**config.mk**
```make
export PLATFORM = sky130hd
export DESIGN_NAME = trojan_bench_top
export DESIGN_NICKNAME = d
export VERILOG_FILES = /design/src/verilog/trojan_pkg.sv /design/src/verilog/trojan_bench_top.sv /design/src/verilog/mem_host.sv /design/src/verilog/trojan_trigger.sv /design/src/verilog/mem_array.sv
export SDC_FILE = /design/constraint.sdc
export NUM_CORES = 2
export LEC_CHECK = 0
export BUFFER_PORTS_ARGS = -buffer_cell sky130_fd_sc_hd__buf_2
export CORE_ASPECT_RATIO = 0.5
export CORE_UTILIZATION = 41
export CTS_BUF_LIST = sky130_fd_sc_hd__clkbuf_16
export DETAILED_ROUTE_END_ITERATION = 8
export PLACE_DENSITY_LB_ADDON = 0.3
export SKIP_CTS_REPAIR_TIMING = 1
export SYNTH_ARGS = -nofsm -noshare
export SYNTH_HDL_FRONTEND = slang
export SYNTH_SLANG_ARGS = --single-unit
```
**constraint.sdc**
```tcl
create_clock -name clk -period 29.1 [get_ports clk]
set_input_delay 0 -clock clk [delete_from_list [all_inputs] [get_ports clk]]
set_output_delay 0 -clock clk [all_outputs]
set_load 0.01 [all_outputs]
```
**src/verilog/trojan_pkg.sv**
```systemverilog
/* Shared widths, Trojan trigger constants, request and response structs
   and the host state and opcode enums */
package trojan_pkg;

    localparam int data_width = 16;                 // Memory word
    localparam int addr_width = 6;
    localparam int mem_depth = 48;                  // Valid words, the rest raise error
    localparam logic [addr_width-1:0] addr_limit = addr_width'(mem_depth);

    // Pattern register
    localparam int pattern_width = 32;
    localparam logic [pattern_width-1:0] pattern_seed = 32'hDEADBEEF;

    localparam logic [7:0] trigger_byte = 8'hA5;    // Low pattern byte that counts
    localparam int trigger_count = 2;               // Matches until forced reset
    localparam int match_cnt_width = $clog2(trigger_count + 1);
    localparam logic [match_cnt_width-1:0] match_last =
        match_cnt_width'(trigger_count - 1);

    typedef enum logic {
        op_write = 1'b0,
        op_read  = 1'b1
    } mem_op_t;

    // Host FSM
    typedef enum logic [1:0] {
        st_idle  = 2'd0,
        st_write = 2'd1,
        st_read  = 2'd2
    } mem_state_t;

    // One request per strobe, 24 bits
    typedef struct packed {
        logic                  strobe;
        mem_op_t               op;
        logic [addr_width-1:0] addr;
        logic [data_width-1:0] wdata;
    } mem_req_t;

    // One-cycle response pulses, 19 bits
    typedef struct packed {
        logic                  write_ack;
        logic                  read_valid;
        logic                  error;              // Address at or above mem_depth
        logic [data_width-1:0] rdata;              // Zero unless read_valid
    } mem_rsp_t;

endpackage
```
**src/verilog/trojan_bench_top.sv**
```systemverilog
/* Top level joining the external request and response structs
   to the memory host */
`timescale 1ns/10ps

module trojan_bench_top (
    input  logic                 clk,
    input  logic                 rst,
    input  trojan_pkg::mem_req_t req,
    output trojan_pkg::mem_rsp_t rsp
);

    trojan_pkg::mem_req_t host_req;
    trojan_pkg::mem_rsp_t host_rsp;

    assign host_req = req;
    assign rsp = host_rsp;

    // Host carries the memory and the Trojan
    mem_host i_host (
        .clk (clk),
        .rst (rst),
        .req (host_req),
        .rsp (host_rsp)
    );

endmodule

```
**src/verilog/mem_host.sv**
```systemverilog
/* Memory host FSM with range check, pattern register and response
   pulses; holds the memory array and the Trojan */
`timescale 1ns/10ps

module mem_host (
    input  logic                 clk,
    input  logic                 rst,
    input  trojan_pkg::mem_req_t req,
    output trojan_pkg::mem_rsp_t rsp
);

    trojan_pkg::mem_state_t                  state;
    trojan_pkg::mem_rsp_t                    rsp_q;
    logic [trojan_pkg::pattern_width-1:0]    pattern;
    logic [trojan_pkg::addr_width-1:0]       addr_q;
    logic [trojan_pkg::data_width-1:0]       wdata_q;
    logic [trojan_pkg::addr_width-1:0]       raddr;
    logic [trojan_pkg::data_width-1:0]       mem_rdata;
    logic                                    accept;
    logic                                    req_addr_ok;
    logic                                    addr_ok;
    logic                                    mem_we;
    logic                                    step;
    logic                                    feedback;
    logic                                    force_reset;

    // Strobes seen while busy are dropped
    assign accept = req.strobe && (state == trojan_pkg::st_idle);

    assign req_addr_ok = req.addr < trojan_pkg::addr_limit;
    assign addr_ok = addr_q < trojan_pkg::addr_limit;

    // Read starts at acceptance so the word is ready for the response
    assign raddr = req_addr_ok ? req.addr : '0;
    assign mem_we = (state == trojan_pkg::st_write) && addr_ok;

    assign step = (state != trojan_pkg::st_idle);   // One cycle per accepted request
    assign feedback = pattern[31] ^ pattern[21] ^ pattern[1] ^ pattern[0];

    always_ff @(posedge clk or posedge rst) begin
        if (rst) begin
            state <= trojan_pkg::st_idle;
        end else begin
            case (state)
                trojan_pkg::st_idle: begin
                    if (req.strobe) begin
                        state <= (req.op == trojan_pkg::op_write) ?
                                 trojan_pkg::st_write : trojan_pkg::st_read;
                    end
                end
                default: state <= trojan_pkg::st_idle;  // Write and read take one cycle
            endcase
        end
    end

    // Steps on accepted requests only, untouched by force_reset
    always_ff @(posedge clk or posedge rst) begin
        if (rst) begin
            pattern <= trojan_pkg::pattern_seed;
        end else if (accept) begin
            pattern <= {pattern[trojan_pkg::pattern_width-2:0], feedback};
        end
    end

    always_ff @(posedge clk) begin
        if (accept) begin
            addr_q <= req.addr;
            wdata_q <= req.wdata;
        end
    end

    always_ff @(posedge clk or posedge rst) begin
        if (rst) begin
            rsp_q <= '0;
        end else begin
            rsp_q <= '0;                        // Pulses last one cycle
            case (state)
                trojan_pkg::st_write: begin
                    rsp_q.write_ack <= addr_ok;
                    rsp_q.error <= !addr_ok;
                end
                trojan_pkg::st_read: begin
                    rsp_q.read_valid <= addr_ok;
                    rsp_q.error <= !addr_ok;
                    rsp_q.rdata <= addr_ok ? mem_rdata : '0;
                end
                default: ;
            endcase
        end
    end

    // Trojan firing swallows the response of the request in flight
    always_comb begin
        if (force_reset) begin
            rsp = '0;
        end else begin
            rsp = rsp_q;
        end
    end

    mem_array i_mem (
        .clk   (clk),
        .rst   (rst),
        .clear (force_reset),
        .we    (mem_we),
        .waddr (addr_q),
        .wdata (wdata_q),
        .raddr (raddr),
        .rdata (mem_rdata)
    );

    trojan_trigger i_trojan (
        .clk         (clk),
        .rst         (rst),
        .step        (step),
        .data_in     (pattern[7:0]),            // Stepped low byte
        .force_reset (force_reset)
    );

endmodule

```
**src/verilog/trojan_trigger.sv**
```systemverilog
/* Trojan payload that counts pattern byte matches and pulses
   a forced reset on the last one */
`timescale 1ns/10ps

module trojan_trigger (
    input  logic       clk,
    input  logic       rst,
    input  logic       step,
    input  logic [7:0] data_in,
    output logic       force_reset
);

    logic [trojan_pkg::match_cnt_width-1:0] match_cnt;
    logic                                   hit;
    logic                                   fire;

    // Only stepped bytes are looked at
    assign hit = step && (data_in == trojan_pkg::trigger_byte);
    assign fire = hit && (match_cnt == trojan_pkg::match_last);

    always_ff @(posedge clk or posedge rst) begin
        if (rst) begin
            match_cnt <= '0;
        end else if (fire) begin
            match_cnt <= '0;                    // Start over after firing
        end else if (hit) begin
            match_cnt <= match_cnt + 1'b1;
        end
    end

    // Registered so the pulse lands one cycle after the step
    always_ff @(posedge clk or posedge rst) begin
        if (rst) begin
            force_reset <= 1'b0;
        end else begin
            force_reset <= fire;
        end
    end

endmodule

```
**src/verilog/mem_array.sv**
```systemverilog
/* Register-file memory with a synchronous write port, a registered
   read port and a single-cycle clear of every word */
`timescale 1ns/10ps

module mem_array (
    input  logic                              clk,
    input  logic                              rst,
    input  logic                              clear,
    input  logic                              we,
    input  logic [trojan_pkg::addr_width-1:0] waddr,
    input  logic [trojan_pkg::data_width-1:0] wdata,
    input  logic [trojan_pkg::addr_width-1:0] raddr,
    output logic [trojan_pkg::data_width-1:0] rdata
);

    logic [trojan_pkg::data_width-1:0] mem [trojan_pkg::mem_depth];

    // Addresses are range checked by the host
    always_ff @(posedge clk or posedge rst) begin
        if (rst) begin
            for (int i = 0; i < trojan_pkg::mem_depth; i++) begin
                mem[i] <= '0;
            end
        end else if (clear) begin               // Clear wins over a write
            for (int i = 0; i < trojan_pkg::mem_depth; i++) begin
                mem[i] <= '0;
            end
        end else if (we) begin
            mem[waddr] <= wdata;
        end
    end

    // Read register follows raddr every cycle
    always_ff @(posedge clk) begin
        rdata <= mem[raddr];
    end

endmodule

```
After elaboration in Yosys (flattened, before gate mapping)
Cells that the tools add are included.
{ "word_totals": {"inputBits": 26, "word_cells": 106, "out_inout_bits": 19, "register_bits": 862} }
{ "op_classes": {"n_reduce_logical": 11, "magnitude_cmp": 5, "mux": 20, "n_bitwise": 5, "add_sub_neg": 1, "n_eq_ne": 5} }
{ "op_table": {"columns": ["cell", "n"], "rows": [
  ["768-bit two-way mux", 2],
  ["768-bit bitwise mux", 1],
  ["16-bit binary-select mux with 6-bit select", 1],
  ["16-bit demux with 6-bit select", 1],
  ["16-bit two-way mux", 5],
  ["19-bit two-way mux", 1],
  ["7-bit greater-or-equal comparator (second input constant)", 2],
  ["6-bit inverter with 7-bit output", 2],
  ["6-bit < comparator (second input constant)", 2],
  ["2-bit two-way mux", 5],
  ["8-bit == test (second input constant)", 1],
  ["7-bit by 1-bit < comparator with 1-bit output (second input constant)", 1],
  ["6-bit two-way mux", 1],
  ["2-bit nonzero test", 3],
  ["1-bit logical AND", 5],
  ["2-bit by 1-bit == test with 1-bit output (second input constant)", 2],
  ["1-bit two-way mux", 3],
  ["1-bit XOR", 3],
  ["2-bit by 1-bit adder with 2-bit output (second input constant)", 1],
  ["2-bit == test (second input constant)", 1],
  ["2-bit logical NOT", 1],
  ["2-bit != test (second input constant)", 1],
  ["2-bit OR reduction", 1],
  ["1-bit logical NOT", 1]
]} }

Logic depth before layout (Yosys ltp)
{ "logic_depth": {"word_depth": 8, "depth_mapped": 11, "depth_no_buf": 8} }

Modules after synthesis
Synthesis repeated with hierarchy kept, for this count alone.
{ "hier_totals": {"hier_cells": 3824, "area_unflattened_um2": 40309.9} }
{ "by_module_without_submodules": {"columns": ["mod", "n_inst", "area_each_um2", "seq_area_each_um2", "cells_each"], "rows": [
  ["mem_array", 1, 37295.8, 19538.7, 3635],
  ["mem_host", 1, 2841.5, 2016.9, 175],
  ["trojan_trigger", 1, 172.7, 75.1, 14]
]} }

Least setup slack after synthesis
OpenSTA, ideal clock, no wires.
{ "synth_path": {"path_type": "flip-flop to flip-flop", "from": "reg i_host.state[1]", "to": "reg i_host.i_mem.mem[528] in the netlist's numbering", "setup_ns": 0.132, "period_less_slack_ns": 2.217, "arrival_ns": 2.086, "path_slack_ns": 26.883, "stages_incl_launch_ff": 11, "path_buffers": 3, "required_ns": 28.968, "cell_sequence": "dfrtp_1 inv_1 ha_1 a21bo_1 buf_2 or2_1 buf_2 nor2_8 buf_4 mux2i_1 nor2_1"} }
{ "synth_via": {"elab_chain_len": 3} }
{ "synth_rtl": {"columns": ["item", "line_no", "rtl"], "rows": [
  ["start, declared", "mem_host.sv:12", "trojan_pkg::mem_state_t state;"],
  ["start signal, assigned", "mem_host.sv:42", "state <= trojan_pkg::st_idle;"],
  ["start signal, assigned", "mem_host.sv:47", "state <= (req.op == trojan_pkg::op_write) ?"],
  ["start signal, assigned", "mem_host.sv:51", "default: state <= trojan_pkg::st_idle;"],
  ["2-bit by 1-bit == test with 1-bit output", "mem_host.sv:35", "assign mem_we = (state == trojan_pkg::st_write) && addr_ok;"],
  ["1-bit logical AND", "mem_host.sv:35", null],
  ["2-bit nonzero test (no source line)", null, null],
  ["end signal, assigned by index", "mem_array.sv:29", "mem[waddr] <= wdata;"],
  ["end, declared", "mem_array.sv:16", "logic [trojan_pkg::data_width-1:0] mem [trojan_pkg::mem_depth];"]
]} }
Every way passes these cells.
A chain may end at the register's enable or synchronous reset.

==> summary.md <==
| Metric | Value |
|---|---|
| Drt pass-1 iters | `6` |
| Drt initial violations | `4152` |
| Synth Area in Simple Gates | `0.1643` |
| Routed wire length | `135300 µm` |
| Xor-xnor portion of the synthesized cell area | `0.0006359` |
| Post-synthesis mux area share | `0.09596` |
| Site row count | `81` |
| Worst hold path class | `in2reg` |
| DR vias | `33570` |
| RR Startpoint | `i_host.state[1]` |
| Worst EP arrival | `4.94 ns` |
| Synth Area in Compound Gates | `0.1676` |
| Multi-input gate area | `17850 µm²` |
| Most used flip-flop cell after synthesis | `dfrtp_1` |
| Seq pwr share | `0.485` |
| Largest net degree at the start of global routing | `217` |
| Clk_lat worst skew | `0.68 ns` |
| Max Slew Vio Count | `0` |
| CP startpoint | `rst` |
| Max capacitance violation total | `0` |
| Largest stage delay, worst path | `0.92 ns` |
| Largest family of logic cells by synthesized area | `compound AO/OA/AOI/OAI gates` |
| Clk sinks | `862` |
| Finish-stage setup viols | `0` |
| Number of flops mapped to enable cells by yosys | `22` |
| Post-synth cell types | `85` |
| Busiest grt layer | `met2` |
| CTS buffer count | `81` |
| GRT overflow | `0` |
| Worst Path Required | `29.74 ns` |
| Setup tns final | `0 ns` |
| GRT Overall Usage | `0.2625` |
| R2r setup slk | `25.13 ns` |
| Post-synthesis sequential area ratio | `0.5235` |
| Fin Clk Skew | `0.03020 ns` |
| Grt met2 use | `0.3992` |
| Reg2reg path depth | `8` |
| Fin crit share | `0.1479` |
| Fmax | `0.2324 GHz` |
| Yosys Warn Count | `0` |
| Port bufs | `44` |
| Boundary Pins | `45` |
| Share of flip-flops with an asynchronous set or reset | `0.9559` |
| Largest fanout on the critical path | `117` |
| Initial antenna violation count | `1` |
| Least-Margin Pin Slew | `1.435 ns` |
| CP endpoint kind | `async pin` |
| Post-DP HPWL | `79870 µm` |
| Via density | `5.986` |
| RSZ-0062 raised after global routing | `no` |
| Core area | `98810 µm²` |
| Synth Instances | `4397` |
| Critical path type | `in2async` |
| Outcome | `complete, no violations` |
| Syn_nets | `4427` |
| Die Width | `451.0 µm` |
| Final net count | `4242` |
| Clock Pin Slew Worst Setup and Hold Paths | `0.07 ns` |
| Clk network pwr share | `0.337` |
| Starting density of the core | `0.4182` |
| RR Endpoint | `i_host.i_mem.mem[610]` |
| Root buffer cell | `clkbuf_16` |
| Final Power | `3.132 mW` |
| Synth Cell Area | `41320 µm²` |
| Ratio of cells with drive above 1 in the final layout | `0.1007` |
| Mean post-synth cell area | `9.398 µm²` |
| Post-Synth Adder-Cell Area | `0.001211` |
| Cell Pwr Density | `69.74 nW/µm²` |
| Global-route wire length before repair | `205100 µm` |
| Sw frac | `0.3046` |
| Vias in the first global route | `32500` |
| Final Hold Viols | `0` |
| CP max-delay cell | `buf_4` |
| Tmin final | `4.303 ns` |
| Leak pwr | `19.58 nW` |
| Worst Setup Start Kind | `primary input` |
| Mean routed wirelength per cell | `24.13 µm` |
| CTS tree | `built` |
| Crit path to | `i_host.i_mem.mem[90]` |
| Rel. slew slack | `0.03976` |
| H-Tree Depth | `3` |
| P_sw | `0.9538 mW` |
| Flops & latches, synth | `862` |
| Max clock buf depth | `3` |
| Grt met1 use | `0.3548` |
| GR Util met3 | `0.06872` |
| Fillers | `9346` |
| DRC viols | `0` |
| Die area | `102100 µm²` |
| GP Congestion | `0.9145` |
| Most Frequent Cell on Critical Path | `buf_4` |
| CP Cell Sequence | `dlygate4sd3_1, buf_2, inv_8, buf_4, buf_4, buf_4, buf_4` |
| Internal Power | `2.178 mW` |
| Die Y | `226.5 µm` |
| Max VDD drop | `0.05004 mV` |
| Logic pwr share | `0.178` |
| FF/Latch Area | `21630 µm²` |
| Layout area overhead | `8.666%` |
| Final ANT Viol Nets | `0` |
==> per-layer routing <==
layer,share of wire,vias to the layer above,wire (µm)
met2,0.45,1626,60220
met5,0,-,0
met1,0.41,16760,56050
met4,0.043,0,5778
li1,-,14860,-
met3,0.098,325,13250
==> registers in the layout (all words and copies together), names as in the netlist, 2 cells and up <==
| signal | flops |
|---|---|
| i_host.addr_q | 6 |
| i_host.pattern | 32 |
| i_host.wdata_q | 16 |
| i_host.i_mem.rdata | 16 |
| i_host.i_mem.mem | 768 |
| i_host.i_trojan.match_cnt | 2 |
| i_host.rsp_q | 19 |
| i_host.state | 2 |
==> cell usage in the layout (no fill, tap or decap), drive strengths merged, types with 15 or more instances in the layout <==
cell type	n
nand2	1023
dfrtp	800
a21oi	573
nor2	322
mux2i	269
nand3	182
buf	129
mux2	113
o21ai	104
clkbuf	86
a221oi	49
inv	38
clkinv	36
a22oi	33
o32ai	32
o2bb2ai	32
o22ai	28
nor2b	26
dlygate4sd3	25
dfstp	24
and2	23
edfxtp	22
a211oi	20
o211ai	19
a32oi	17
a21o	16
dfxtp	16
a2111oi	16
a211o	15
==> layout make-up <==
cell class,instances,share of cell area
clock inverter,63,0.009028
sequential,862,0.4818
tap,1328,0.03700
inverter,15,0.001421
antenna,2,0.0001115
timing repair buffer,154,0.02525
clock buffer,86,0.04793
multi-input combinational,3098,0.3974
==> worst min path at each step <==
stage | from | end | cells past startpoint | slack, ns
3_5_place_dp | req[11] | i_host.wdata_q[11] | 1 | 0.18
6_report | req[7] | i_host.wdata_q[7] | 2 | 0.03
4_1_cts | req[15] | i_host.wdata_q[15] | 1 | -0.55
5_1_grt | req[17] | i_host.i_mem.rdata[12] | 3 | 0.02
2_1_floorplan | req[22] | i_host.state[0] | 1 | 0.08
3_3_place_gp | req[11] | i_host.wdata_q[11] | 1 | 0.18
==> worst max-delay path: cells and delay by family <==
kind / cells / cell delay [ns]
buffers and inverters: 7 / 4.74
==> synthesized netlist by cell type, types with 33 or more instances <==
| cell type | n | area, µm² |
|---|---|---|
| buf_2 | 98 | 490.5 |
| nor2_1 | 307 | 1152 |
| a21oi_1 | 573 | 2868 |
| nand2_1 | 1022 | 3836 |
| clkbuf_1 | 272 | 1021 |
| dfrtp_1 | 800 | 20020 |
| o21ai_0 | 103 | 515.5 |
| mux2i_1 | 269 | 2693 |
| a221oi_1 | 49 | 429.2 |
| mux2_2 | 113 | 1272 |
| a22oi_1 | 33 | 247.7 |
| nand3_1 | 182 | 910.9 |
==> power by group through the flow <==
stage	Clock (mW)	Sequential (mW)	Combinational (mW)
final	1.05	1.52	0.559
after global routing	1.12	1.54	0.608
after CTS	1.07	1.52	0.548
after detailed placement	0	1.54	0.547
after global placement	0	1.53	0.531
after floorplan	0	1.51	0.385
==> per-stage QoR <==
stage / util / instance area (µm²) / hold WS (ns) / instances / setup slack [ns]
finish: 0.4544 / 44900 / 0.03468 / 5608 / 24.80
global route: 0.4544 / 44900 / 0.01810 / 5607 / 24.10
CTS: 0.4518 / 44640 / -0.5473 / 5581 / 25.19
detailed placement: 0.4259 / 42090 / 0.1785 / 5432 / 24.48
global placement: 0.4259 / 42090 / 0.1762 / 5432 / 24.58
floorplan: - / 41320 / 0.08389 / 4397 / 5.994
==> cells by family after synthesis <==
family,after synthesis
simple gates,1624
mux,382
fa+ha+maj,4
flops,862
compound gates,1085
xor+xnor,3
buf+inv,437
Power figures use the tool's default switching activity.
